[config.mk]
export PLATFORM = sky130hd
export DESIGN_NAME = rs_syndrome_cell
export DESIGN_NICKNAME = d
export VERILOG_FILES = /design/src/source/rs_gf_pkg.sv /design/src/source/rs_syndrome_cell.sv
export VERILOG_INCLUDE_DIRS = /design/src /design/src/include
export SDC_FILE = /design/constraint.sdc
export NUM_CORES = 1
export LEC_CHECK = 0
export ABC_CLOCK_PERIOD_IN_PS = 1000
export BUFFER_PORTS_ARGS = -buffer_cell sky130_fd_sc_hd__buf_2
export CAP_MARGIN = 20
export CORE_AREA = 2 2 39 41
export CTS_CLUSTER_DIAMETER = 150
export DETAILED_ROUTE_END_ITERATION = 12
export DIE_AREA = 0 0 41 43
export HOLD_SLACK_MARGIN = 0.15
export PLACE_DENSITY_LB_ADDON = 0.3
export SLEW_MARGIN = 20
export SYNTH_ARGS = -nofsm -noshare
export SYNTH_HDL_FRONTEND = slang
export SYNTH_SLANG_ARGS = --single-unit
export TNS_END_PERCENT = 100
[constraint.sdc]
create_clock -name iclk -period 1 [get_ports iclk]
set_input_delay 0.05 -clock iclk [delete_from_list [all_inputs] [get_ports iclk]]
set_output_delay 0.05 -clock iclk [all_outputs]
set_load 0.02 [all_outputs]
[src/include/rs_config.svh]
/*
  RS(255,239) code parameters over GF(2^8)
  shared by the packages and the decoder modules
*/

`ifndef RS_CONFIG_SVH
`define RS_CONFIG_SVH

// symbol width in bits
`define RS_M        8
// codeword length in symbols
`define RS_N        255
// check symbols per codeword
`define RS_CHECK    16
// correctable symbol errors
`define RS_ERRS     8
// field polynomial x^8+x^4+x^3+x^2+1
`define RS_IRRPOL   285
// exponent of the first generator root
`define RS_GENSTART 0
// frame tag width
`define RS_TAG_W    4

`endif

[src/source/rs_gf_pkg.sv]
/*
  GF(2^m) element type and field arithmetic
  multiply, constant powers of alpha and inverse
*/

`include "rs_config.svh"

package rs_gf_pkg;

  typedef logic [`RS_M-1:0] data_t;

  // number of nonzero field elements
  localparam int field_order = (2 ** `RS_M) - 1;

  // reduction polynomial aligned to the product width
  localparam logic [2*`RS_M-2:0] irr_poly = `RS_IRRPOL;

  //--------------------------------------------------------------------------
  // carry-less multiply then reduce
  //--------------------------------------------------------------------------

  function automatic data_t gf_mult(data_t a, data_t b);
    logic [2*`RS_M-2:0] prod;
    prod = '0;
    // partial products
    for (int i = 0; i < `RS_M; i++) begin
      if (b[i]) begin
        prod ^= {{(`RS_M-1){1'b0}}, a} << i;
      end
    end
    // fold high bits back, msb first
    for (int i = 2*`RS_M-2; i >= `RS_M; i--) begin
      if (prod[i]) begin
        prod ^= irr_poly << (i - `RS_M);
      end
    end
    return prod[`RS_M-1:0];
  endfunction

  // alpha^e for elaboration-time constants only
  function automatic data_t gf_pow_alpha(int e);
    data_t r;
    r = data_t'(1);
    for (int i = 0; i < (e % field_order); i++) begin
      r = gf_mult(r, data_t'(2));
    end
    return r;
  endfunction

  //--------------------------------------------------------------------------
  // inverse as a^(2^m-2) = a^2 * a^4 * ... * a^(2^(m-1))
  //--------------------------------------------------------------------------

  function automatic data_t gf_inv(data_t a);
    data_t r;
    data_t s;
    r = data_t'(1);
    s = a;
    for (int i = 1; i < `RS_M; i++) begin
      s = gf_mult(s, s);
      r = gf_mult(r, s);
    end
    // zero maps to zero
    return r;
  endfunction

endpackage

[src/source/rs_syndrome_cell.sv]
/*
  syndrome cell
  Horner evaluation of the received word at one generator root
*/

`include "rs_config.svh"

module rs_syndrome_cell #(
  parameter int root_idx = 0
) (
  input  logic             iclk,
  input  logic             iclkena,
  input  logic             sym_val,
  input  logic             sym_first,
  input  rs_gf_pkg::data_t sym_dat,
  output rs_gf_pkg::data_t syndrome
);

  import rs_gf_pkg::*;

  // alpha^(root_idx + genstart)
  localparam data_t root = gf_pow_alpha(root_idx + `RS_GENSTART);

  data_t acc_next;

  // first symbol is the highest power of x
  always_comb begin
    if (sym_first) begin
      // restart from zero, so only the symbol remains
      acc_next = sym_dat;
    end
    else begin
      acc_next = gf_mult(syndrome, root) ^ sym_dat;
    end
  end

  // value holds after the last symbol until the next frame starts
  always_ff @(posedge iclk) begin
    if (iclkena && sym_val) begin
      syndrome <= acc_next;
    end
  end

endmodule
; Word-level counts from Yosys, hierarchy flattened
; Cells that the tools add are included.
[totals]
reg_bits = 8
elab_cells = 26
[op_classes]
muxes = 16
bitwise_logic = 8
reduce_logical = 1
[ops]
columns = operator, n
row1 = 4-bit NOT, 7
row2 = 8-bit 2-to-1 mux, 3
row3 = 11-bit 2-to-1 mux, 2
row4 = 10-bit 2-to-1 mux, 2
row5 = 9-bit 2-to-1 mux, 2
row6 = 15-bit 2-to-1 mux, 1
row7 = 14-bit 2-to-1 mux, 1
row8 = 13-bit 2-to-1 mux, 1
row9 = 12-bit 2-to-1 mux, 1
row10 = 8-bit bitwise XOR, 1
row11 = 7-bit 2-to-1 mux, 1
row12 = 6-bit 2-to-1 mux, 1
row13 = 5-bit 2-to-1 mux, 1
row14 = 1-bit logical AND, 1

; Depth between registers and ports, before layout
[logic_depth]
ltp_word = 24
ltp_mapped = 2

; Worst setup path before layout
; Ideal clock, no wire load.
[synth_path]
kind = register to register
start = register syndrome[6]
end = register syndrome[6] (data pin)
t_arrival_ps = 660
path_slack_ps = 83
stages_incl_launch_ff = 3
n_path_buf = 0
period_less_slack_ps = 917
cell_sequence = edfxtp_1 > nand2b_4 > xnor2_1
[synth_between]
elab_chain_cells = 19
[synth_rtl]
columns = item, line
row1 = "start, declared", rs_syndrome_cell.sv:16  ; output rs_gf_pkg::data_t syndrome
row2 = "start signal, assigned", rs_syndrome_cell.sv:40  ; syndrome <= acc_next;
row3 = 15-bit 2-to-1 mux (*), rs_syndrome_cell.sv:28  ; if (sym_first) begin
row4 = 4-bit NOT (no source line), --
row5 = 11-bit 2-to-1 mux (*), rs_gf_pkg.sv:33  ; if (prod[i]) begin
row6 = 14-bit 2-to-1 mux (*), rs_syndrome_cell.sv:28
row7 = 10-bit 2-to-1 mux (*), rs_gf_pkg.sv:33
row8 = 13-bit 2-to-1 mux (*), rs_syndrome_cell.sv:28
row9 = 4-bit NOT (no source line), --
row10 = 9-bit 2-to-1 mux (*), rs_gf_pkg.sv:33
row11 = [... 4 more ...], --
row12 = 4-bit NOT (no source line), --
row13 = 7-bit 2-to-1 mux (*), rs_gf_pkg.sv:33
row14 = 10-bit 2-to-1 mux (*), rs_syndrome_cell.sv:28
row15 = 9-bit 2-to-1 mux (*), rs_syndrome_cell.sv:28
row16 = 8-bit 2-to-1 mux (*), rs_syndrome_cell.sv:28
row17 = 8-bit bitwise XOR (*), rs_syndrome_cell.sv:33  ; acc_next = gf_mult(syndrome, root) ^ sym_dat;
row18 = 8-bit 2-to-1 mux (*), rs_syndrome_cell.sv:28
row19 = net acc_next[6], rs_syndrome_cell.sv:24  ; data_t acc_next;
; The timed path passes the listed nets; every way through them passes the cells marked *. The select of a mux whose other input is x is not followed.
; A chain may end at the register's enable or synchronous reset.

; Worst setup path after layout
[layout_path]
start = register syndrome[6]
end = output port syndrome[6]
; No word-level cell between the ends.

==> impl_metrics.json <==
{
  "status": "finished clean",
  "grt_use_total_pct": 9.93,
  "dr_total_vias": 282,
  "power_mw": 0.795,
  "detail_route.wirelength_um": 722,
  "postSynthRegisterBits": 8,
  "fp.dieH_um": 43,
  "share_seq_of_total_power_pct": 51.0,
  "syn_to_final_growth_pct": 60.2,
  "netlist_area_um2": 374,
  "cts_inserted_buffers": 3,
  "internal_power_mw": 0.615,
  "whs_ns": 0.267,
  "clkSlewWorstSetupHoldPaths_ns": 0.06,
  "setup_viol": 0,
  "clock_latency_ns": 0.25,
  "register_ranked_first_by_flip_flop_count": "syndrome",
  "detail_route.first_pass.iterations": 1,
  "yosysWarningCount": 0,
  "cts_root_buffer": "sky130_fd_sc_hd__clkbuf_4",
  "final_ws_setup_ns": 0.0959,
  "largest_reg_flops": 8,
  "min_period_ns": 0.904,
  "routabilityCongestion": 0.629,
  "total_leakage_power_nw": 0.248,
  "cp_cell_sequence": "buf_2",
  "cp_slowest_stage_delay_ns": 0.42,
  "hold_viol_final": 0,
  "routed.top_layer": "met3",
  "die_area_mm2": 0.00176,
  "critPathRequiredTime_ns": 0.95,
  "power.clock.fraction_pct": 31.0,
  "routed_via_density": 3.92,
  "hold_path_class": "input port to flip-flop",
  "pwr_density_cell_mw_per_mm2": 1330,
  "slew_at_the_pin_closest_to_its_max_slew_limit_ns": 0.125,
  "die_width_um": 41,
  "met3_wirelength_um": 42,
  "number_of_drc_violations_after_detailed_routing": 0,
  "final_max_slew_violation_count": 0,
  "timing.critical_path.buf_inv": 1,
  "effective_utilization_at_floorplan_pct": 27.0,
  "skew_ns": 0,
  "pin_count_of_the_biggest_net_entering_global_routing": 9,
  "synth.yosys.seq_area_share_pct": 64.2,
  "cts.htree.levels": 1,
  "cp.arrival_ns": 0.85,
  "endpoint_kind": "output port",
  "grt_pass1_vias": 280,
  "crit_slowest_cell": "sky130_fd_sc_hd__edfxtp_1",
  "p_comb_share_pct": 18.1,
  "ant_nets": 0,
  "grt_first_pass_wirelength_um": 1110,
  "post-route-period-util_pct": 90.4,
  "synth_nets": 37,
  "critical_path_peak_fanout": 2,
  "max_cap_viol_count": 0,
  "fmax_mhz": 1110,
  "synth_cell_type_count": 5,
  "grt.overflow.total": 0,
  "biggestRegsByFlops": "syndrome (8)",
  "p_sw_mw": 0.181,
  "cts_buffer_depth": 2,
  "final.setup.tns_ns": 0,
  "fin_nets": 70,
  "detailroute.wirelength.met2_um": 375,
  "syn_avg_cell_area_um2": 15.0,
  "vdd_drop_max_v": 0.000563,
  "drt-wirelength-per-cell_um": 10.0,
  "grt_antenna_before_repair": 0,
  "drt_first_iter_violations": 0,
  "netSwitchingFraction_pct": 22.7,
  "io_pins": 20,
  "rsz0062_at_grt": "no",
  "setup.worst_path.class": "flip-flop to output port",
  "cts_sinks": 8,
  "layout-drive-gt1-share_pct": 42.9,
  "dpl_worst_slack_ns": 0.186,
  "critPathTopFamily": "flip-flops",
  "routed_length_on_met1_um": 304,
  "port_buffers": 19,
  "rows": 14,
  "cts_tree": "built",
  "maxSlewHeadroom_pct": 91.6,
  "std_cell_core_area_mm2": 0.00138,
  "syn_inst": 25,
  "diodes": 0,
  "postLayoutCoreUtil_pct": 43.3,
  "cp-start-kind": "flip-flop"
}
==> path summary, 6_finish.rpt <==
check / to / from / slack (ns) / depth (start not counted)
worst max-delay path: syndrome[6] / syndrome[6]$_DFFE_PP_ / 0.1 / 1
worst max register to register: syndrome[6]$_DFFE_PP_ / syndrome[6]$_DFFE_PP_ / 0.19 / 2
worst min-delay path: syndrome[0]$_DFFE_PP_ / sym_val / 0.27 / 3
worst min register to register: syndrome[7]$_DFFE_PP_ / syndrome[7]$_DFFE_PP_ / 0.64 / 2
==> power groups by stage <==
| stage | registers (mW) | clock network, mW | logic, mW |
|---|---|---|---|
| after global placement | 0.412 | 0 | 0.120 |
| final | 0.405 | 0.246 | 0.144 |
| after floorplan | 0.435 | 0 | 0.0479 |
| after global routing | 0.407 | 0.276 | 0.160 |
| after detailed placement | 0.412 | 0 | 0.121 |
| after CTS | 0.405 | 0.262 | 0.145 |
==> stage by stage <==
step | cell area, um^2 | std cells
floorplan | 374 | 25
global placement | 497 | 61
detailed placement | 497 | 61
CTS | 599 | 72
global route | 599 | 72
finish | 599 | 72
==> kinds of logic (layout without fill, tap and decap cells) <==
family / Yosys count / in the layout / share of synthesized area [%]
buffers and inverters: 0 / 31 / 0
xor gates and xnor gates: 8 / 8 / 18.7
DFF: 8 / 8 / 64.2
and+or+nand+nor: 9 / 9 / 17.1
==> Yosys cell counts, drive strengths merged <==
cell type	count	area, um^2
and2	1	6.26
xnor2	8	70.1
nand2b	8	57.6
edfxtp	8	240
==> layout by cell type (no fill, tap or decap), drive strengths merged <==
master,netlist,routed
nand2b,8,8
xnor2,8,8
buf,0,20
edfxtp,8,8
and2,1,1
clkbuf,0,3
dlygate4sd3,0,8
==> timing repair <==
item,CTS,global route
hold endpoints to repair,8,0
resized for setup,0,0
setup buffers,0,0
hold buffers,8,0
==> cell type report <==
class	instances	area, um^2
timing repair buffer	28	183
sequential	8	240
tap	16	20.0
clock buffer	3	22.5
multi-input combinational	17	134
fill	136	785
==> metal layers <==
layer / up-vias / GRT usage [%]
met5: - / 0
met4: 0 / 6.00
met3: 0 / 3.14
met2: 12 / 14.4
met1: 125 / 12.3
li1: 145 / -
No activity file was read; power rests on OpenSTA's default activity.
