$ cat config.mk
export PLATFORM = sky130hd
export DESIGN_NAME = rs_symbol_framer
export DESIGN_NICKNAME = d
export VERILOG_FILES = /design/src/source/rs_frame_pkg.sv /design/src/source/rs_gf_pkg.sv /design/src/source/rs_symbol_framer.sv
export VERILOG_INCLUDE_DIRS = /design/src /design/src/include
export SDC_FILE = /design/constraint.sdc
export NUM_CORES = 1
export LEC_CHECK = 0
export ABC_CLOCK_PERIOD_IN_PS = 3400
export BUFFER_PORTS_ARGS = -buffer_cell sky130_fd_sc_hd__buf_2
export CORE_MARGIN = 1.5
export CORE_UTILIZATION = 53
export DETAILED_ROUTE_END_ITERATION = 8
export GPL_TIMING_DRIVEN = 0
export HOLD_SLACK_MARGIN = 0.05
export PLACE_DENSITY = 0.81
export SETUP_SLACK_MARGIN = 0.02
export SYNTH_ARGS = -nofsm -noshare
export SYNTH_HDL_FRONTEND = slang
export SYNTH_SLANG_ARGS = --single-unit
$ cat constraint.sdc
create_clock -name iclk -period 3.4 [get_ports iclk]
set_input_delay 0.68 -clock iclk [delete_from_list [all_inputs] [get_ports iclk]]
set_output_delay 0.68 -clock iclk [all_outputs]
set_load 0.005 [all_outputs]
$ cat src/include/rs_config.svh
/*
  RS(255,239) code parameters over GF(2^8)
  shared by the packages and the decoder modules
*/

`ifndef RS_CONFIG_SVH
`define RS_CONFIG_SVH

// symbol width in bits
`define RS_M        8
// codeword length in symbols
`define RS_N        255
// check symbols per codeword
`define RS_CHECK    16
// correctable symbol errors
`define RS_ERRS     8
// field polynomial x^8+x^4+x^3+x^2+1
`define RS_IRRPOL   285
// exponent of the first generator root
`define RS_GENSTART 0
// frame tag width
`define RS_TAG_W    4

`endif

$ cat src/source/rs_frame_pkg.sv
/*
  frame bookkeeping types
  tags, symbol positions and error counts
*/

`include "rs_config.svh"

package rs_frame_pkg;

  // frame tag, wraps freely
  typedef logic [`RS_TAG_W-1:0] tag_t;

  // symbol position 0 .. n-1
  typedef logic [$clog2(`RS_N)-1:0] pos_t;

  // error count 0 .. errs+1, top value is saturation
  typedef logic [$clog2(`RS_ERRS+2)-1:0] cnt_t;

endpackage

$ cat src/source/rs_gf_pkg.sv
/*
  GF(2^m) element type and field arithmetic
  multiply, constant powers of alpha and inverse
*/

`include "rs_config.svh"

package rs_gf_pkg;

  typedef logic [`RS_M-1:0] data_t;

  // number of nonzero field elements
  localparam int field_order = (2 ** `RS_M) - 1;

  // reduction polynomial aligned to the product width
  localparam logic [2*`RS_M-2:0] irr_poly = `RS_IRRPOL;

  //--------------------------------------------------------------------------
  // carry-less multiply then reduce
  //--------------------------------------------------------------------------

  function automatic data_t gf_mult(data_t a, data_t b);
    logic [2*`RS_M-2:0] prod;
    prod = '0;
    // partial products
    for (int i = 0; i < `RS_M; i++) begin
      if (b[i]) begin
        prod ^= {{(`RS_M-1){1'b0}}, a} << i;
      end
    end
    // fold high bits back, msb first
    for (int i = 2*`RS_M-2; i >= `RS_M; i--) begin
      if (prod[i]) begin
        prod ^= irr_poly << (i - `RS_M);
      end
    end
    return prod[`RS_M-1:0];
  endfunction

  // alpha^e for elaboration-time constants only
  function automatic data_t gf_pow_alpha(int e);
    data_t r;
    r = data_t'(1);
    for (int i = 0; i < (e % field_order); i++) begin
      r = gf_mult(r, data_t'(2));
    end
    return r;
  endfunction

  //--------------------------------------------------------------------------
  // inverse as a^(2^m-2) = a^2 * a^4 * ... * a^(2^(m-1))
  //--------------------------------------------------------------------------

  function automatic data_t gf_inv(data_t a);
    data_t r;
    data_t s;
    r = data_t'(1);
    s = a;
    for (int i = 1; i < `RS_M; i++) begin
      s = gf_mult(s, s);
      r = gf_mult(r, s);
    end
    // zero maps to zero
    return r;
  endfunction

endpackage

$ cat src/source/rs_symbol_framer.sv
/*
  symbol framer
  counts symbols from start of frame, broadcasts them to the syndrome
  cells and issues the syndrome-ready pulse with a frame tag
*/

`include "rs_config.svh"

module rs_symbol_framer (
  input  logic               iclk,
  input  logic               ireset,
  input  logic               iclkena,
  input  logic               isop,
  input  logic               ival,
  input  rs_gf_pkg::data_t   idat,
  output logic               sym_val,
  output logic               sym_first,
  output rs_gf_pkg::data_t   sym_dat,
  output logic               synd_val,
  output rs_frame_pkg::tag_t synd_tag
);

  import rs_frame_pkg::*;

  // symbols taken so far in the current frame, zero when idle
  pos_t cnt;
  tag_t frame_tag;
  logic in_frame;
  logic last_sym;

  // symbols outside a frame are dropped
  assign in_frame  = isop | (cnt != '0);
  assign sym_val   = ival & in_frame;
  assign sym_first = ival & isop;
  assign sym_dat   = idat;
  assign last_sym  = sym_val & (cnt == pos_t'(`RS_N-1));

  always_ff @(posedge iclk or posedge ireset) begin
    if (ireset) begin
      cnt       <= '0;
      frame_tag <= '0;
      synd_val  <= 1'b0;
      synd_tag  <= '0;
    end
    else if (iclkena) begin
      synd_val <= last_sym;
      if (last_sym) begin
        cnt       <= '0;
        synd_tag  <= frame_tag;
        frame_tag <= frame_tag + 1'b1;
      end
      else if (sym_val) begin
        // isop restarts the count
        cnt <= isop ? pos_t'(1) : cnt + 1'b1;
      end
    end
  end

  // start of frame only when idle or right after the terminal count
  a_sop_aligned : assert property (@(posedge iclk) disable iff (ireset)
    (iclkena && ival && isop) |-> (cnt == '0));

endmodule

# Word level (Yosys, flattened, before mapping)
# Index checks and enable logic that the tools add are counted.
[op_classes]
addsub = 2
n_bitwise = 4
n_eq_ne = 1
muxes = 3
n_reduce_logical = 4
[op_table]
columns = ["operator", "n"]
rows = [
  ["$mux 8", 3],
  ["$add 8x1->8 const B", 1],
  ["$eq 8x8->1 const B", 1],
  ["$reduce_bool 8->1", 1],
  ["$add 4x1->4 const B", 1],
  ["$reduce_and 2->1", 2],
  ["$and 1x1->1", 3],
  ["$reduce_bool 2->1", 1],
  ["$or 1x1->1", 1],
]
[word_totals]
elab_cells = 18
inputBits = 13
reg_bits = 17
output_inout_bits = 15

# Longest topological paths before layout
# Gate-level depths: netlist of run 1.
[depth]
ltp_word = 6
ltp_mapped = 7
ltp_nobuf = 6

# Least setup slack after synthesis of run 1
# OpenSTA, ideal clock, no wires.
[synth_timing]
kind = "input to output"
startpoint = "in isop"
endpoint = "out sym_val"
required_ns = 2.720
cell_stages = 2
path_slack_ns = 1.635
arrival_ns = 1.085
path_cell_list = "nor4b_2 > a21boi_0"
[synth_between]
elab_chain_len = 2
[synth_rtl]
columns = ["item", "line_no", "text"]
rows = [
  ["start, declared", "rs_symbol_framer.sv:13", "input logic isop,"],
  ["$or 1x1->1", "rs_symbol_framer.sv:32", "assign in_frame = isop | (cnt != '0);"],
  ["$and 1x1->1", "rs_symbol_framer.sv:33", "assign sym_val = ival & in_frame;"],
  ["end, declared", "rs_symbol_framer.sv:16", "output logic sym_val,"],
]
# Every way passes these cells.

# Worst setup path in the final report of run 1
[layout_timing]
startpoint = "reg cnt[0]"
endpoint = "out sym_val"
[layout_between]
elab_chain_len = 3
[layout_rtl]
columns = ["item", "line_no", "text"]
rows = [
  ["start, declared", "rs_symbol_framer.sv:26", "pos_t cnt;"],
  ["start signal, assigned", "rs_symbol_framer.sv:54", "cnt <= isop ? pos_t'(1) : cnt + 1'b1;"],
  ["$reduce_bool 8->1", "rs_symbol_framer.sv:32", ""],
  ["$or 1x1->1", "rs_symbol_framer.sv:32", ""],
  ["$and 1x1->1", "rs_symbol_framer.sv:33", ""],
]
# Every way passes these cells.

==> flow_summary.json, run 1 <==
{
  "wirelength_mm": 1.76,
  "dieArea_um2": 2140,
  "clockBufferDepth": 2,
  "rsz0062_at_grt": "false",
  "drt_iter0_drc": 6,
  "yosys.area.top_type": "dfrtp_1",
  "port_buffers": 19,
  "r2r_start": "cnt[0]$_DFFE_PP0P_",
  "drc": 0,
  "slew_viol_final": 0,
  "crit_chain": "inv_1, ha_1, nor4b_2, a21boi_0, buf_2",
  "cts_buffers": 3,
  "synth_nets": 106,
  "setup-violations-final": 0,
  "path_buf_inv": 2,
  "cap_violations": 0,
  "r2r_end": "cnt[2]$_DFFE_PP0P_",
  "htreeDepth": 1,
  "synth_cell_types": 28,
  "layout.nets": 130,
  "period_needed_ps": 2180,
  "worstMarginPinSlew_ps": 655,
  "p_int_uw": 321,
  "switchingPower_uw": 147,
  "muxShareOfSynthArea_pct": 9.09,
  "grt_pass1_wl_mm": 2.63,
  "synth_top_family_by_area": "simple AND/OR/NAND/NOR gates",
  "cts_tree": "built",
  "cts-hold-fix-buffers": 0,
  "path_class": "flop to primary output",
  "avgSynthCellArea_um2": 11.1,
  "floorplan.initialDensity_pct": 56.8,
  "io_pins": 28,
  "clkPwrFrac_pct": 24.2,
  "cp-end-kind": "primary output",
  "cts.sinks": 17,
  "ys_ff_latch": 17,
  "grt_max_degree": 18,
  "hpwl_mm": 1.31,
  "synth_area_um2": 991,
  "r2r_cells": 6,
  "dieHeight_um": 46.2,
  "ir_drop_mv": 0.191,
  "firstDrtPassIters": 4,
  "num_rows": 15,
  "antenna_found_initial": 0,
  "hold_path.class": "primary input to asynchronous set/reset pin",
  "antenna_cells": 0,
  "path_delay_family": "flip-flops",
  "cp_slowest_stage_delay_ps": 430,
  "switching_share_pct": 31.5,
  "cts_setup_buffers": 0,
  "clkLatencyLatePin_ps": 300,
  "cts.clk_slew.worst_paths_ps": 100,
  "grt_pass1_vias": 635,
  "synth_xor_area_share_pct": 2.65,
  "yosys_warnings": 0,
  "wire_per_inst_um": 12.9,
  "yosys-top-cells-area": "dfrtp_1, mux2_4, buf_4, a22o_1, ha_1",
  "power_density_nw_per_um2": 409,
  "die_w_um": 46.2,
  "hold_viol_final": 0,
  "period_share_pct": 64.3,
  "route.vias.total": 737,
  "synth_seq_area_share_pct": 42.9,
  "slew_headroom_pct": 56.3,
  "drive_gt1_share_pct": 41.1,
  "fp.coreArea_um2": 1750,
  "worstPathRequired_ps": 2720,
  "overflow": 0,
  "cts_resized": 0,
  "crit_path_start_kind": "flop",
  "p_leak_nw": 0.606,
  "worstPathArrival_ps": 1500,
  "ant_nets": 0,
  "finalPower_uw": 468,
  "area_growth_pct": 15.5,
  "grt_use_total_pct": 17.7,
  "cts_root_buf": "clkbuf_4",
  "via_per_inst": 5.38,
  "fmax_mhz": 458,
  "synthAdderAreaFrac_pct": 5.05,
  "tns_ps": 0,
  "status": "complete, no violations",
  "synth_top_area_share_pct": 42.9,
  "multi_input_area_um2": 472,
  "gp_congestion": 0.697,
  "r2r_setup_slack_ps": 1630,
  "clock_skew_ps": 5.71,
  "slowest_stage": "dfrtp_1",
  "synth_simple_gate_area_share_pct": 18.1,
  "p_comb_share_pct": 23.6,
  "syn_inst": 89,
  "power_frac_seq_pct": 52.2,
  "synth_compound_area_share_pct": 12.8,
  "n_fill_cell": 134,
  "seqCellArea_um2": 425,
  "cp_max_fo": 5
}
[layout by cell type, fill, tap and decap left out, drive strengths merged, types with 2 or more instances in the layout]
cell type  count
mux2           6
inv            6
nand3          5
nor3           3
a21oi          2
buf           28
dfrtp         17
xnor2          3
nor2           5
nor2b          2
o21ai          8
a22o           6
and3           2
nand2          4
ha             4
clkbuf         3
[cell type report]
type                       count  area share [%]
clock buffer                   3            1.97
timing repair buffer          19            8.31
tap                           25            2.73
clock inverter                 1           0.437
buffer                         9            6.23
sequential                    17            37.2
inverter                       6            1.97
multi-input combinational     57            41.2
[power by group through the flow]
stage                     Sequential, mW  Clock [mW]  Combinational [mW]
after detailed placement           0.249           0               0.108
after CTS                          0.244       0.115               0.111
after global routing               0.249       0.120               0.124
after floorplan                    0.243           0              0.0831
final                              0.244       0.113               0.111
after global placement             0.247           0               0.104
[worst max-delay path by stage]
| stage | cells after the start | slack (ps) | endpoint | startpoint |
|---|---|---|---|---|
| floorplan | 2 | 1640 | sym_val | isop |
| global placement | 4 | 1340 | sym_val | isop |
| detailed placement | 4 | 1330 | sym_val | isop |
| CTS | 5 | 1190 | sym_val | cnt[0]$_DFFE_PP0P_ |
| global route | 5 | 1090 | sym_val | cnt[0]$_DFFE_PP0P_ |
| finish | 5 | 1220 | sym_val | cnt[0]$_DFFE_PP0P_ |
[state kept, by name, summed over array words and instances (netlist names)]
name and flops:
frame_tag 4, synd_tag 4, synd_val 1, cnt 8
[layer usage]
metal / wire [µm] / share of wire (%) / global-route usage, % / vias up
met5: 0 / 0 / 0 / -
met1: 824 / 47 / 22.0 / 352
met3: 88 / 5.0 / 3.53 / 2
met2: 831 / 47 / 28.1 / 33
li1: - / - / - / 350
met4: 18 / 1.0 / 10.3 / 0
[cell usage after synthesis]
cell type	n
nor4b_2	1
nand3_1	5
dfrtp_1	17
a22o_1	6
nor3b_4	1
inv_1	6
nor2b_1	2
o21ai_1	4
a21boi_0	1
nand2_4	1
mux2_4	6
nor2_1	4
a21oi_1	1
and3_1	2
and2_1	1
xnor2_1	3
nand4_2	1
buf_4	8
buf_6	1
nor4_2	1
o21ai_2	1
nor3_1	3
ha_1	4
a21oi_2	1
o2bb2ai_1	1
nand2_1	3
nor2_4	1
o21ai_0	3
[cells by family after synthesis]
kind of cell | Yosys count
AND/OR/NAND/NOR | 26
AO/OA/AOI/OAI | 18
flip-flops | 17
buffers and inverters | 15
multiplexers | 6
adder cells (fa/ha/maj) | 4
XOR/XNOR | 3
[per-stage QoR]
stage,utilization (%),setup slack [ps],instances,area (µm²),hold WS (ps)
finish,65.6,1220,137,1140,445
global route,65.6,1090,137,1140,504
CTS,65.6,1190,137,1140,472
detailed placement,64.0,1330,133,1120,470
global placement,64.0,1340,133,1120,460
floorplan,-,1640,89,991,445
No activity file was read; power rests on OpenSTA's default activity.
==> inputs of run 2 (changes only) <==
--- a/config.mk
+++ b/config.mk
@@ -6,14 +6,15 @@
 export SDC_FILE = /design/constraint.sdc
 export NUM_CORES = 1
 export LEC_CHECK = 0
-export ABC_CLOCK_PERIOD_IN_PS = 3400
+export ABC_CLOCK_PERIOD_IN_PS = 1750
 export BUFFER_PORTS_ARGS = -buffer_cell sky130_fd_sc_hd__buf_2
+export CORE_ASPECT_RATIO = 1.5
 export CORE_MARGIN = 1.5
-export CORE_UTILIZATION = 53
+export CORE_UTILIZATION = 45
 export DETAILED_ROUTE_END_ITERATION = 8
 export GPL_TIMING_DRIVEN = 0
 export HOLD_SLACK_MARGIN = 0.05
-export PLACE_DENSITY = 0.81
+export PLACE_DENSITY = 0.73
 export SETUP_SLACK_MARGIN = 0.02
 export SYNTH_ARGS = -nofsm -noshare
 export SYNTH_HDL_FRONTEND = slang
==> constraint.sdc (replaced) <==
create_clock -name iclk -period 1.75 [get_ports iclk]
set_input_delay 0.35 -clock iclk [delete_from_list [all_inputs] [get_ports iclk]]
set_output_delay 0.35 -clock iclk [all_outputs]
set_load 0.005 [all_outputs]
==> run 2 against run 1 <==
  * Non-clock buffer count increased by 6
  * Sequential share of layout area decreased by 2.3 points
  * Clock-buffer cell count unchanged
  * Critical path type unchanged
  * Global-route usage increased by 1.3 points
==> flow_summary.json, run 2 (same netlist as run 1, synthesis figures left out) <==
{
  "ant_nets": 0,
  "rsz0062_at_grt": "true",
  "cp_max_fo": 2,
  "grt_use_met3_pct": 4.76,
  "busiest_layer": "met2",
  "cts_tree": "built",
  "period_needed_ps": 1740,
  "clock_skew_ps": 2.27,
  "worstPathRequired_ps": 1400,
  "grt_pass1_wl_mm": 3.32,
  "final_common_cell": "buf_2",
  "hold_viol_final": 0,
  "antenna_found_initial": 0,
  "hold_path.class": "primary input to asynchronous set/reset pin",
  "period_share_pct": 99.3,
  "p_leak_nw": 0.639,
  "grt_max_degree": 18,
  "port_buffers": 19,
  "setup-violations-final": 0,
  "cap_violations": 0,
  "mostFrequentLayoutCells": "buf_2, buf_4, dfrtp_1, a22o_1, mux2_4",
  "wire_per_inst_um": 15.2,
  "dieArea_um2": 2500,
  "path_class": "flop to primary output",
  "tns_ps": 0,
  "floorplan.initialDensity_pct": 48.3,
  "slew_viol_final": 0,
  "crit_start": "cnt[0]$_DFFE_PP0P_",
  "area_growth_pct": 24.5,
  "grt_use_total_pct": 19.0,
  "wirelength_mm": 2.13,
  "cts.clk_slew.worst_paths_ps": 110,
  "crit_path_start_kind": "flop",
  "power_density_nw_per_um2": 830,
  "route.vias.total": 797,
  "num_rows": 20,
  "drc": 0,
  "grt.met2_usage_pct": 33.5,
  "worstPathArrival_ps": 1390,
  "ir_drop_mv": 0.512,
  "n_fill_cell": 190,
  "slew_headroom_pct": 55.9,
  "antenna_cells": 0,
  "die_w_um": 41.3,
  "dieHeight_um": 60.5,
  "cts_root_buf": "clkbuf_4",
  "fp.coreArea_um2": 2050,
  "gp_congestion": 0.844,
  "io_pins": 28,
  "drive_gt1_share_pct": 50.8,
  "registers.top_by_ff_count": "cnt",
  "status": "complete, no violations",
  "hpwl_mm": 1.43,
  "design_area_um2": 1230,
  "cts-hold-fix-buffers": 0,
  "cts_buffers": 3,
  "worstMarginPinSlew_ps": 660,
  "cts.sinks": 17,
  "largest_reg_flops": 8,
  "grt_pass1_vias": 796,
  "grt.met1_usage_pct": 21.2,
  "firstDrtPassIters": 4,
  "placed_area_um2": 1110,
  "clockBufferDepth": 2,
  "overflow": 0,
  "clkLatencyLatePin_ps": 290,
  "htreeDepth": 1,
  "layout.nets": 136,
  "cp-end-kind": "primary output",
  "r2r_start": "cnt[0]$_DFFE_PP0P_",
  "fin_util_pct": 60.1,
  "fmax_mhz": 576,
  "drt_iter0_drc": 8,
  "biggestRegsByFlops": "cnt: 8 flops, frame_tag: 4 flops, synd_tag: 4 flops",
  "via_per_inst": 5.69
}
run 2: cell types whose count changed in the layout (fill, tap and decap cells not counted), moves of 2 or more:
cell     change
buf_4        +6
inv_1        -2
dfrtp_1      -4
inv_2        +2
dfrtp_2      +4
run 2: power breakdown:
| part | switching [mW] | total (mW) | internal, mW |
|---|---|---|---|
| combinational | 0.151 | 0.329 | 0.178 |
| clock | 0.132 | 0.217 | 0.0848 |
| sequential | 0.0484 | 0.477 | 0.429 |
run 2: final timing paths:
check	end	slack, ps	cells after the start
setup / recovery	sym_val	10	5
hold / removal	cnt[5]$_DFFE_PP0P_	130	2
setup reg to reg	synd_tag[3]$_DFFE_PP0P_	90	7
hold reg to reg	frame_tag[3]$_DFFE_PP0P_	490	1
max in group asynchronous	cnt[2]$_DFFE_PP0P_	1160	2
min in group iclk	synd_val$_DFFE_PP0P_	240	2
run 2: repair_timing:
| item | CTS | global route |
|---|---|---|
| buffers inserted | 3 | 3 |
| setup endpoints to repair | 11 | 12 |
| pin swaps | 2 | 3 |
| resized for setup | 8 | 5 |
run 2: metal layers:
metal | share of wire (%) | vias to the layer above
li1 | - | 363
met1 | 42 | 390
met2 | 50 | 38
met3 | 6.0 | 6
met4 | 2.1 | 0
met5 | 0 | -
run 2: metrics by stage:
step	instances	setup slack [ps]	hold slack [ps]	total power [mW]
2_1_floorplan	89	175	276	0.634
3_3_place_gp	130	20.2	461	0.686
3_5_place_dp	130	-27.5	475	0.699
4_1_cts	137	31.4	156	1.00
5_1_grt	140	-54.1	187	1.07
6_report	140	13.1	135	1.02
run 2: critical path, stage by stage, from the launching register on:
cell and delay, ps:
dfrtp_1 410, inv_2 90, ha_4 120, nor4b_4 210, a21boi_1 110, buf_2 150
run 2: layout make-up:
type / instances / area (µm²) / share of cell area (%)
clock inverter: 1 / 5.00 / 0.406
sequential: 17 / 430 / 34.9
buffer: 9 / 71.3 / 5.78
clock buffer: 3 / 22.5 / 1.83
tap: 22 / 27.5 / 2.23
timing repair buffer: 25 / 140 / 11.4
multi-input combinational: 57 / 514 / 41.7
inverter: 6 / 22.5 / 1.83
