===== src/include/rs_config.svh =====
/*
  RS(255,239) code parameters over GF(2^8)
  shared by the packages and the decoder modules
*/

`ifndef RS_CONFIG_SVH
`define RS_CONFIG_SVH

// symbol width in bits
`define RS_M        8
// codeword length in symbols
`define RS_N        255
// check symbols per codeword
`define RS_CHECK    16
// correctable symbol errors
`define RS_ERRS     8
// field polynomial x^8+x^4+x^3+x^2+1
`define RS_IRRPOL   285
// exponent of the first generator root
`define RS_GENSTART 0
// frame tag width
`define RS_TAG_W    4

`endif


===== src/source/rs_frame_pkg.sv =====
/*
  frame bookkeeping types
  tags, symbol positions and error counts
*/

`include "rs_config.svh"

package rs_frame_pkg;

  // frame tag, wraps freely
  typedef logic [`RS_TAG_W-1:0] tag_t;

  // symbol position 0 .. n-1
  typedef logic [$clog2(`RS_N)-1:0] pos_t;

  // error count 0 .. errs+1, top value is saturation
  typedef logic [$clog2(`RS_ERRS+2)-1:0] cnt_t;

endpackage


===== src/source/rs_gf_pkg.sv =====
/*
  GF(2^m) element type and field arithmetic
  multiply, constant powers of alpha and inverse
*/

`include "rs_config.svh"

package rs_gf_pkg;

  typedef logic [`RS_M-1:0] data_t;

  // number of nonzero field elements
  localparam int field_order = (2 ** `RS_M) - 1;

  // reduction polynomial aligned to the product width
  localparam logic [2*`RS_M-2:0] irr_poly = `RS_IRRPOL;

  //--------------------------------------------------------------------------
  // carry-less multiply then reduce
  //--------------------------------------------------------------------------

  function automatic data_t gf_mult(data_t a, data_t b);
    logic [2*`RS_M-2:0] prod;
    prod = '0;
    // partial products
    for (int i = 0; i < `RS_M; i++) begin
      if (b[i]) begin
        prod ^= {{(`RS_M-1){1'b0}}, a} << i;
      end
    end
    // fold high bits back, msb first
    for (int i = 2*`RS_M-2; i >= `RS_M; i--) begin
      if (prod[i]) begin
        prod ^= irr_poly << (i - `RS_M);
      end
    end
    return prod[`RS_M-1:0];
  endfunction

  // alpha^e for elaboration-time constants only
  function automatic data_t gf_pow_alpha(int e);
    data_t r;
    r = data_t'(1);
    for (int i = 0; i < (e % field_order); i++) begin
      r = gf_mult(r, data_t'(2));
    end
    return r;
  endfunction

  //--------------------------------------------------------------------------
  // inverse as a^(2^m-2) = a^2 * a^4 * ... * a^(2^(m-1))
  //--------------------------------------------------------------------------

  function automatic data_t gf_inv(data_t a);
    data_t r;
    data_t s;
    r = data_t'(1);
    s = a;
    for (int i = 1; i < `RS_M; i++) begin
      s = gf_mult(s, s);
      r = gf_mult(r, s);
    end
    // zero maps to zero
    return r;
  endfunction

endpackage


===== src/source/rs_chien_forney.sv =====
/*
  Chien search with Forney magnitude evaluation
  one position per cycle in arrival order, then an end-of-frame
  report with error count and decode failure
*/

`include "rs_config.svh"

module rs_chien_forney (
  input  logic               iclk,
  input  logic               ireset,
  input  logic               iclkena,
  input  logic               loc_val,
  input  rs_gf_pkg::data_t   loc_poly   [0:`RS_ERRS],
  input  rs_gf_pkg::data_t   omega_poly [0:`RS_ERRS-1],
  input  rs_frame_pkg::tag_t loc_tag,
  output logic               oerr_val,
  output rs_frame_pkg::pos_t oerr_pos,
  output rs_gf_pkg::data_t   oerr_mag,
  output logic               oframe_done,
  output rs_frame_pkg::cnt_t oerr_cnt,
  output logic               odecfail,
  output rs_frame_pkg::tag_t otag
);

  import rs_gf_pkg::*;
  import rs_frame_pkg::*;

  localparam int t = `RS_ERRS;
  // Forney scale X^-(2t+genstart) steps by the same power every position
  localparam data_t corr_step = gf_pow_alpha(`RS_CHECK + `RS_GENSTART);

  data_t lam_reg [0:t];
  data_t omg_reg [0:t-1];
  data_t corr_reg;
  data_t lam_even;
  data_t lam_odd;
  data_t omg_sum;
  logic  is_root;
  logic  running;
  logic  last_pos;
  logic  lam0_zero;
  pos_t  pos;
  cnt_t  root_cnt;
  cnt_t  root_cnt_nxt;
  cnt_t  loc_deg;
  cnt_t  deg_reg;
  // tag of the sweep in progress, reported at its end
  tag_t  sweep_tag;

  //--------------------------------------------------------------------------
  // term registers
  //--------------------------------------------------------------------------

  // position p is tested at x = alpha^(p+1), the inverse of its locator
  for (genvar g = 0; g <= t; g++) begin : g_term
    localparam data_t step = gf_pow_alpha(g);
    always_ff @(posedge iclk) begin
      if (iclkena) begin
        if (loc_val) begin
          lam_reg[g] <= gf_mult(loc_poly[g], step);
        end
        else if (running) begin
          lam_reg[g] <= gf_mult(lam_reg[g], step);
        end
      end
    end
    if (g < t) begin : g_omega
      always_ff @(posedge iclk) begin
        if (iclkena) begin
          if (loc_val) begin
            omg_reg[g] <= gf_mult(omega_poly[g], step);
          end
          else if (running) begin
            omg_reg[g] <= gf_mult(omg_reg[g], step);
          end
        end
      end
    end
  end

  always_ff @(posedge iclk) begin
    if (iclkena) begin
      if (loc_val) begin
        corr_reg <= corr_step;
      end
      else if (running) begin
        corr_reg <= gf_mult(corr_reg, corr_step);
      end
    end
  end

  //--------------------------------------------------------------------------
  // evaluation
  //--------------------------------------------------------------------------

  always_comb begin
    lam_even = '0;
    lam_odd  = '0;
    omg_sum  = '0;
    for (int i = 0; i <= t; i++) begin
      if (i % 2 == 1) begin
        lam_odd ^= lam_reg[i];
      end
      else begin
        lam_even ^= lam_reg[i];
      end
    end
    for (int i = 0; i < t; i++) begin
      omg_sum ^= omg_reg[i];
    end
  end

  assign is_root = (lam_even ^ lam_odd) == '0;
  // x*lambda'(x) equals the odd terms in characteristic 2
  assign oerr_mag = is_root ? gf_mult(gf_mult(omg_sum, corr_reg), gf_inv(lam_odd)) : '0;

  // locator degree from the highest nonzero coefficient
  always_comb begin
    loc_deg = '0;
    for (int i = 1; i <= t; i++) begin
      if (loc_poly[i] != '0) begin
        loc_deg = cnt_t'(i);
      end
    end
  end

  // saturates at errs+1
  assign root_cnt_nxt = (is_root && root_cnt != cnt_t'(t + 1)) ? root_cnt + 1'b1 : root_cnt;
  assign last_pos     = (pos == pos_t'(`RS_N-1));

  //--------------------------------------------------------------------------
  // position sweep and report
  //--------------------------------------------------------------------------

  always_ff @(posedge iclk or posedge ireset) begin
    if (ireset) begin
      running     <= 1'b0;
      pos         <= '0;
      root_cnt    <= '0;
      deg_reg     <= '0;
      lam0_zero   <= 1'b0;
      sweep_tag   <= '0;
      oframe_done <= 1'b0;
      oerr_cnt    <= '0;
      odecfail    <= 1'b0;
      otag        <= '0;
    end
    else if (iclkena) begin
      oframe_done <= 1'b0;
      if (running) begin
        pos      <= pos + 1'b1;
        root_cnt <= root_cnt_nxt;
        if (last_pos) begin
          running     <= 1'b0;
          oframe_done <= 1'b1;
          oerr_cnt    <= root_cnt_nxt;
          // every root of a valid locator lies inside the codeword
          odecfail    <= lam0_zero | (root_cnt_nxt != deg_reg);
          otag        <= sweep_tag;
        end
      end
      // back-to-back frames load on the last position of the previous sweep
      if (loc_val) begin
        running   <= 1'b1;
        pos       <= '0;
        root_cnt  <= '0;
        deg_reg   <= loc_deg;
        lam0_zero <= (loc_poly[0] == '0);
        sweep_tag <= loc_tag;
      end
    end
  end

  assign oerr_val = running;
  assign oerr_pos = pos;

  // solver latency and frame spacing let a new sweep start no earlier
  // than the last position of the one before
  a_no_loc_in_sweep : assert property (@(posedge iclk) disable iff (ireset)
    (iclkena && loc_val) |-> (!running || last_pos));

endmodule


===== config.mk =====
export PLATFORM = sky130hd
export DESIGN_NAME = rs_chien_forney
export DESIGN_NICKNAME = d
export VERILOG_FILES = /design/src/source/rs_frame_pkg.sv /design/src/source/rs_gf_pkg.sv /design/src/source/rs_chien_forney.sv
export VERILOG_INCLUDE_DIRS = /design/src /design/src/include
export SDC_FILE = /design/constraint.sdc
export NUM_CORES = 1
export LEC_CHECK = 0
export BUFFER_PORTS_ARGS = -buffer_cell sky130_fd_sc_hd__buf_4
export CAP_MARGIN = 20
export CORE_MARGIN = 3
export CORE_UTILIZATION = 25
export CTS_CLUSTER_DIAMETER = 40
export DETAILED_ROUTE_END_ITERATION = 7
export GPL_TIMING_DRIVEN = 0
export SLEW_MARGIN = 0
export SYNTH_ARGS = -nofsm -noshare
export SYNTH_HDL_FRONTEND = slang
export SYNTH_SLANG_ARGS = --single-unit

===== constraint.sdc =====
create_clock -name iclk -period 28.1 [get_ports iclk]
set_clock_uncertainty 0.2 [all_clocks]
set_input_delay 7.025 -clock iclk [delete_from_list [all_inputs] [get_ports iclk]]
set_output_delay 7.025 -clock iclk [all_outputs]
set_load 0.1 [all_outputs]

## Yosys cells after proc, flatten, opt, wreduce, memory -nomap -nowiden

Memory sizes are Yosys's and may differ from the RTL's.
Cells that the tools add are included.

| word-level totals | value |
|---|---|
| bits in writable memories | 136 |
| logic and storage cells | 1,794 |
| input bits | 144 |
| bits in registers | 40 |
| memories kept | 2 |

| cells by class | value |
|---|---|
| $add $sub $neg | 2 |
| mux-type cells | 1,251 |
| reduce and logical (&&, ||, !) cells | 15 |
| eq/ne operators | 3 |
| bitwise gates (word level) | 510 |

Memory list:

| memory | depth | bits a word | rd ports | clocked after Yosys merged registers in | write ports | line | RTL |
|---|---|---|---|---|---|---|---|
| lam_reg | 9 | 8 | 9 | 0 | 9 | rs_chien_forney.sv:33 | `data_t lam_reg [0:t];` |
| omg_reg | 8 | 8 | 8 | 0 | 8 | rs_chien_forney.sv:34 | `data_t omg_reg [0:t-1];` |

Operators with widths:

| kind | count |
|---|---|
| 15-bit two-way mux | 214 |
| 11-bit two-way mux | 139 |
| 4-bit inverter | 356 |
| 10-bit two-way mux | 139 |
| 8-bit two-way mux | 173 |
| 9-bit two-way mux | 139 |
| 14-bit two-way mux | 88 |
| 13-bit two-way mux | 88 |
| 12-bit two-way mux | 88 |
| 7-bit two-way mux | 52 |
| 6-bit two-way mux | 52 |
| 15-bit by 11-bit bitwise XOR with 15-bit output | 18 |
| 5-bit two-way mux | 52 |
| 15-bit by 10-bit bitwise XOR with 15-bit output | 17 |
| 15-bit by 12-bit bitwise XOR with 15-bit output | 17 |
| 15-bit by 14-bit bitwise XOR with 15-bit output | 16 |
| 15-bit by 13-bit bitwise XOR with 15-bit output | 15 |
| 15-bit bitwise XOR | 15 |
| 8-bit bitwise XOR | 15 |
| 8-bit by 9-bit bitwise XOR with 9-bit output | 13 |
| 8-bit nonzero test | 8 |
| 4-bit two-way mux | 11 |
| 15-bit by 9-bit bitwise XOR with 15-bit output | 2 |
| 1-bit bitwise OR | 18 |
| 15 further kinds | 36 |

## Logic depth before layout (Yosys ltp)

Gate-level depths: netlist (run 1).
An unclocked memory read counts as a cell.

| logic depth | value |
|---|---|
| word-level depth | 266 |
| mapped depth | 48 |
| depth with buffers taken out | 44 |

## Least setup slack after synthesis (run 1)

OpenSTA, ideal clock, no wires.

| timing | value |
|---|---|
| kind | reg2out |
| start | mem lam_reg[5][7] in the netlist's numbering |
| end | out oerr_mag[5] |
| cell stages (with the launch flop) | 44 |
| slack | 6.315 ns |
| arrival time | 14.560 ns |
| cells stage by stage | edfxtp_1 -> xor2_2 -> xnor2_1 -> xnor3_1 -> xnor2_2 -> inv_1 -> ha_1 -> clkbuf_1 -> a221oi_1 -> o22ai_1 -> xnor3_1 -> xnor3_1 -> a21o_1 -> and2_1 -> buf_1 -> nor2_1 -> xnor3_2 -> xor2_2 -> [... 8 more ...] -> xor3_1 -> xnor3_1 -> xnor3_2 -> nor2_1 -> xnor3_1 -> xor2_2 -> xor2_2 -> xor3_1 -> nor2_1 -> xnor3_1 -> xnor2_2 -> xnor3_1 -> xnor2_1 -> nand2_1 -> xnor3_1 -> xor3_1 -> xor3_1 -> nor2b_1 |

RTL lines:

| element | line | RTL |
|---|---|---|
| from (decl) | rs_chien_forney.sv:33 |  |
| to (decl) | rs_chien_forney.sv:19 | `output rs_gf_pkg::data_t oerr_mag,` |

==> reports/summary.txt, run 1 <==
sequential-to-total area share from yosys stat: 23.07%
hold path depth: 2
Mapped Cells: 2497
Synth top cells by count: xnor2_1 (595), nand2_1 (397), nor2_1 (279)
final-stage net count: 2841
CTS Buf Count: 17
Cell Area, Placed: 0.02497 sq mm
final cell count without fillers: 3859
Synth Area in Compound Gates: 8.957%
later-pin clock latency in the skew report: 0.46 ns
ANT nets after route: 0
first-pass GRT wire length: 105.0 mm
area of the mapped netlist: 0.02221 sq mm
endpoints failing setup: 0
Post-synth ARST share: 18.18%
worst hold-check path type: flip-flop to flip-flop
Slew Limit Fails: 0
Final Cell Area: 0.02559 sq mm
Area Overhead vs Synth: 15.23%
Setup TNS: 0 ns
Avg WL per Cell: 17.47 microns
Placed Cells: 3823
CTS tree: yes
die area: 0.09246 sq mm
post-synth cell types: 85
Die X: 304.1 microns
largest stage delay on the critical path: 0.89 ns
max-cap violations: 0
Starting Density: 25.41%
Residual DRC: 0
CP arrival: 17.03 ns
Synth area leader: xnor2_1
status: finished clean
I/O pin total: 171
layout cells sized above 1: 11.87%
Largest register FFs: 72
via count: 18360
simple-gate share of the synthesized area: 16.19%
fmax: 0.04124 GHz
Top FF cell, synth: edfxtp_1
FF-to-FF Start: lam_reg[3][5]$_DFFE_PP_
Total Wirelength: 67.40 mm
mean post-synth cell area: 8.895 sq um
Die H: 304.1 microns
critical path type: flip-flop to primary output
most common cell in the synthesized netlist: xnor2_1
clock sinks: 176
Max-slew headroom: 25.26%
Final Hold Violating Endpoints: 0
top-area cell type share of the netlist area: 23.46%
slowest CP cell: xnor2_1
total track usage: 14.17%
reg2reg path depth: 18
adder-cell share of the synthesized area: 0.3380%
Starting DRT DRC Count: 1545
Worst Path Required: 20.88 ns
initial antenna violation count: 0
Rows: 108
I/O Buffers: 167
post-route clock period utilization: 86.30%
Hold-fix buffers, CTS: 0
post-synthesis mux area share: 1.543%
Vias/cell: 4.756
post-CTS sizing: 0
syn_nets: 2647
crit path max fanout: 10
vias in the first global route: 17980
core area: 0.08743 sq mm
largest family of logic cells by synthesized area: XOR/XNOR gates
GPL Wtd Cong: 0.9200
largest net degree at the start of global routing: 96
Hold WS: 0.2630 ns
CTS H-tree depth: 4
Synth area leaders: xnor2_1 (23%), edfxtp_1 (19%), xor2_1 (9.0%), xnor3_1 (8.6%), nand2_1 (6.7%)
RSZ-0062 raised after global routing: no
ANT cells: 0
CP bufs+invs: 3
register bit total from synthesis: 176
clock-pin slew on the worst setup and hold paths: 0.08 ns
yosys warns: 0
most frequent CP cell: xnor3_1
EDFF count, synth: 144
RR Endpoint: odecfail$_DFFE_PP0P_
R2R Setup Slk: 22.60 ns
grt ovf: 0
Clock Path Buffers: 2
CP Launch Type: flip-flop
DR pass1 iterations: 5
delay-heaviest family, CP: XOR/XNOR gates
hold_sp: sweep_tag[2]$_DFFE_PP0P_
Critical Path Sink Type: primary output
post-synthesis xor/xnor area fraction: 47.25%
pin slew with the least headroom to its limit: 1.113 ns
clock period minus worst slack: 24.25 ns
Detailed Place HPWL: 52.91 mm
Root Driver: clkbuf_16
Post-CTS Setup Inserts: 0
Hold Path Sink: otag[2]$_DFFE_PP0P_
## worst min-delay path, delay by kind of cell, from the launching register on
kind / cells / cell delay [ns]
flops: 1 / 0.34
simple gates: 2 / 0.10
## worst max-delay path by stage
stage,start,to,slack (ns),cells past startpoint
2_1_floorplan,lam_reg[5][7]$_DFFE_PP_,oerr_mag[5],6.32,43
3_3_place_gp,lam_reg[1][4]$_DFFE_PP_,oerr_mag[4],4.34,43
3_5_place_dp,lam_reg[3][4]$_DFFE_PP_,oerr_mag[5],4.23,43
4_1_cts,lam_reg[3][4]$_DFFE_PP_,oerr_mag[5],3.73,43
5_1_grt,lam_reg[1][4]$_DFFE_PP_,oerr_mag[5],2.77,45
6_report,lam_reg[3][4]$_DFFE_PP_,oerr_mag[5],3.85,43
## cells in the final DEF, fill, tap and decap left out, types with 9 or more instances in the layout
cell,n
xnor2_1,595
nand2_1,397
nor2_1,279
xor2_1,229
buf_4,184
edfxtp_1,144
o21ai_0,102
a21oi_1,87
xnor3_1,85
clkbuf_1,68
nor3_1,54
nand3_1,48
dfrtp_1,32
mux2i_1,23
inv_1,21
buf_2,21
xor2_2,17
xnor2_2,17
clkbuf_16,17
nor4_1,16
o22ai_1,15
xor3_1,14
or3_1,12
o31ai_1,10
nand4_1,10
xnor3_2,10
o221ai_1,9
## cell type report
class	count	area, sq um
clock buffer	17	425.4
tap	1155	1445
fill	9231	61830
multi-input combinational	2187	16500
clock inverter	15	167.7
inverter	24	95.09
buffer	110	498.0
timing repair buffer	175	1334
sequential	176	5125
## cells by family (layout without fill, tap and decap cells)
| kind of cell | after synthesis | count (layout) |
|---|---|---|
| xor gates and xnor gates | 976 | 976 |
| and+or+nand+nor | 860 | 860 |
| AOI/OAI and AO/OA | 312 | 312 |
| DFF | 176 | 176 |
| buffers and inverters | 134 | 341 |
| muxes | 33 | 33 |
| adders and majority gates | 6 | 6 |
## stage by stage
stage	utilization, %	worst slack, ns
detailed placement	28.56	4.225
global placement	28.49	4.339
global route	29.27	2.769
CTS	29.24	3.729
finish	29.27	3.850
floorplan	-	6.315
## layer usage
layer	vias to the layer above	GRT usage, %	share of wire (%)
li1	8792	-	-
met1	8802	18.53	43
met2	660	24.26	48
met3	101	1.782	5.7
met4	0	4.452	2.7
met5	-	0	0
Power of run 1 is not shown: default switching activity piles up to over one toggle a cycle in this logic, so the estimate is an artifact.
==> run 2: changes to the inputs <==
--- a/config.mk
+++ b/config.mk
@@ -9,10 +9,11 @@
 export BUFFER_PORTS_ARGS = -buffer_cell sky130_fd_sc_hd__buf_4
 export CAP_MARGIN = 20
 export CORE_MARGIN = 3
-export CORE_UTILIZATION = 25
+export CORE_UTILIZATION = 60
 export CTS_CLUSTER_DIAMETER = 40
 export DETAILED_ROUTE_END_ITERATION = 7
 export GPL_TIMING_DRIVEN = 0
+export PLACE_DENSITY = 0.8
 export SLEW_MARGIN = 0
 export SYNTH_ARGS = -nofsm -noshare
 export SYNTH_HDL_FRONTEND = slang
==> constraint.sdc (replaced) <==
create_clock -name iclk -period 24.5 [get_ports iclk]
set_clock_uncertainty 0.2 [all_clocks]
set_input_delay 6.125 -clock iclk [delete_from_list [all_inputs] [get_ports iclk]]
set_output_delay 6.125 -clock iclk [all_outputs]
set_load 0.1 [all_outputs]
==> run 2 against run 1 <==
Net effect:
- first-iteration DRC count increased by 24%
- clock-buffer cell count increased by 1
- flip-flop and latch count unchanged
- worst setup slack got worse by 2.9 ns
- wire length decreased by 6.7%
- utilization increased by 39 points
- sequential share of layout area increased by 0.71 points
- global-route usage increased by 17 points
- final area decreased by 3.4%
- largest cell class unchanged
- highest routed layer unchanged
==> reports/summary.txt, run 2 (synthesis gave the netlist of run 1 again) <==
Starting Density: 61.70% (+36 points)
R2R Setup Slk: 19.28 ns (-3.32 ns)
endpoints failing setup: 0 (unchanged)
largest stage delay on the critical path: 0.85 ns (-0.04 ns)
critical path type: flip-flop to primary output
Clock Path Buffers: 2 (unchanged)
grt ovf: 0 (unchanged)
Final Hold Violating Endpoints: 0 (unchanged)
CTS Buf Count: 17 (unchanged)
total track usage: 31.41% (+17 points)
max-cap violations: 0 (unchanged)
Rows: 69 (-36%)
most common cell after layout, fill and taps aside: xnor2_1
first-pass GRT wire length: 98.62 mm (-6.1%)
DR pass1 iterations: 5 (unchanged)
Residual DRC: 0 (unchanged)
Root Driver: clkbuf_16
core area: 0.03600 sq mm (-59%)
clock sinks: 176 (unchanged)
GPL Wtd Cong: 0.9958 (+8.2%)
fmax: 0.04241 GHz
CTS H-tree depth: 4 (unchanged)
die area: 0.03936 sq mm (-57%)
FF-to-FF Start: lam_reg[3][5]$_DFFE_PP_
slowest CP cell: xnor2_1
Post-CTS Setup Inserts: 0 (unchanged)
RR Endpoint: odecfail$_DFFE_PP0P_
I/O Buffers: 167 (unchanged)
crit path max fanout: 10 (unchanged)
largest net degree at the start of global routing: 68 (-29%)
Detailed Place HPWL: 48.61 mm (-8.1%)
Hold-fix buffers, CTS: 0 (unchanged)
Max-slew headroom: 25.85% (+0.59 points)
pin slew with the least headroom to its limit: 1.104 ns (-0.008712 ns)
layout cells sized above 1: 11.70% (-0.18 points)
ANT nets after route: 0 (unchanged)
via count: 18920 (+3.1%)
most frequent cells in the layout: xnor2_1 (595), nand2_1 (397), nor2_1 (279)
clock-pin slew on the worst setup and hold paths: 0.07 ns (about the same)
Largest register FFs: 72 (unchanged)
later-pin clock latency in the skew report: 0.45 ns (about the same)
most frequent CP cell: xnor3_1
clock period minus worst slack: 23.58 ns
CTS tree: yes
initial antenna violation count: 0 (unchanged)
Setup TNS: 0 ns (unchanged)
hold path depth: 2 (unchanged)
Critical Path Start: lam_reg[5][7]$_DFFE_PP_
Vias/cell: 5.981 (+26%)
RSZ-0062 raised after global routing: no
final-stage net count: 2839 (-0.070%)
Avg WL per Cell: 19.88 microns (+14%)
Starting DRT DRC Count: 1909 (+24%)
status: finished clean
Die X: 198.4 microns (-35%)
Critical Path Sink Type: primary output
Die H: 198.4 microns (-35%)
Slew Limit Fails: 0 (unchanged)
ANT cells: 0 (unchanged)
Total Wirelength: 62.89 mm (-6.7%)
worst hold-check path type: flip-flop to flip-flop
I/O pin total: 171 (unchanged)
Worst Path Required: 18.17 ns (-2.71 ns)
Area Overhead vs Synth: 11.27%
Hold WS: 0.2674 ns (+0.004395 ns)
CP Launch Type: flip-flop
Hold Path Sink: otag[3]$_DFFE_PP0P_
vias in the first global route: 18400 (+2.4%)
hold_sp: sweep_tag[3]$_DFFE_PP0P_
post-route clock period utilization: 96.24%
CP arrival: 17.25 ns (+0.22 ns)
reg2reg path depth: 18 (unchanged)
post-CTS sizing: 0 (unchanged)
[run 2: worst max path at each step]
stage | endpoint | slack (ns) | depth (start not counted)
6_report | oerr_mag[5] | 0.92 | 43
5_1_grt | oerr_mag[5] | 0.26 | 44
4_1_cts | oerr_mag[5] | 1.14 | 43
3_5_place_dp | oerr_mag[4] | 1.67 | 43
3_3_place_gp | oerr_mag[5] | 1.90 | 43
2_1_floorplan | oerr_mag[5] | 3.62 | 43
[run 2: final cells by class]
cell class,instances,area [sq um]
inverter,24,92.59
clock buffer,18,429.2
fill,2793,11290
multi-input combinational,2187,16500
clock inverter,14,156.4
sequential,176,5125
timing repair buffer,173,1339
buffer,110,498.0
tap,461,576.8
[run 2: layer usage]
metal	share of wire [%]	vias up	wire (microns)	global-route usage [%]
met4	2.5	0	1546	9.620
met2	48	1007	30230	52.58
met1	41	9013	25900	43.16
li1	-	8766	-	-
met5	0	-	0	0
met3	8.3	132	5216	3.506
[run 2: per-stage QoR]
stage | utilization (%) | worst slack (ns) | cells | cell area [sq um]
floorplan | - | 3.615 | 2497 | 22210
global placement | 66.78 | 1.901 | 3125 | 24040
detailed placement | 67.00 | 1.673 | 3130 | 24120
CTS | 68.63 | 1.142 | 3162 | 24710
global route | 68.65 | 0.2573 | 3163 | 24720
finish | 68.65 | 0.9222 | 3163 | 24720
[run 2: critical path, delay by kind of cell, from the launching register on]
family	cells	cell delay, ns
AO/OA/AOI/OAI	3	0.67
flip-flops	1	0.51
buffers and inverters	3	0.94
XOR/XNOR	28	12.86
adder cells (fa/ha/maj)	1	0.39
AND/OR/NAND/NOR	8	1.42
Power of run 2 is left out for the same reason.
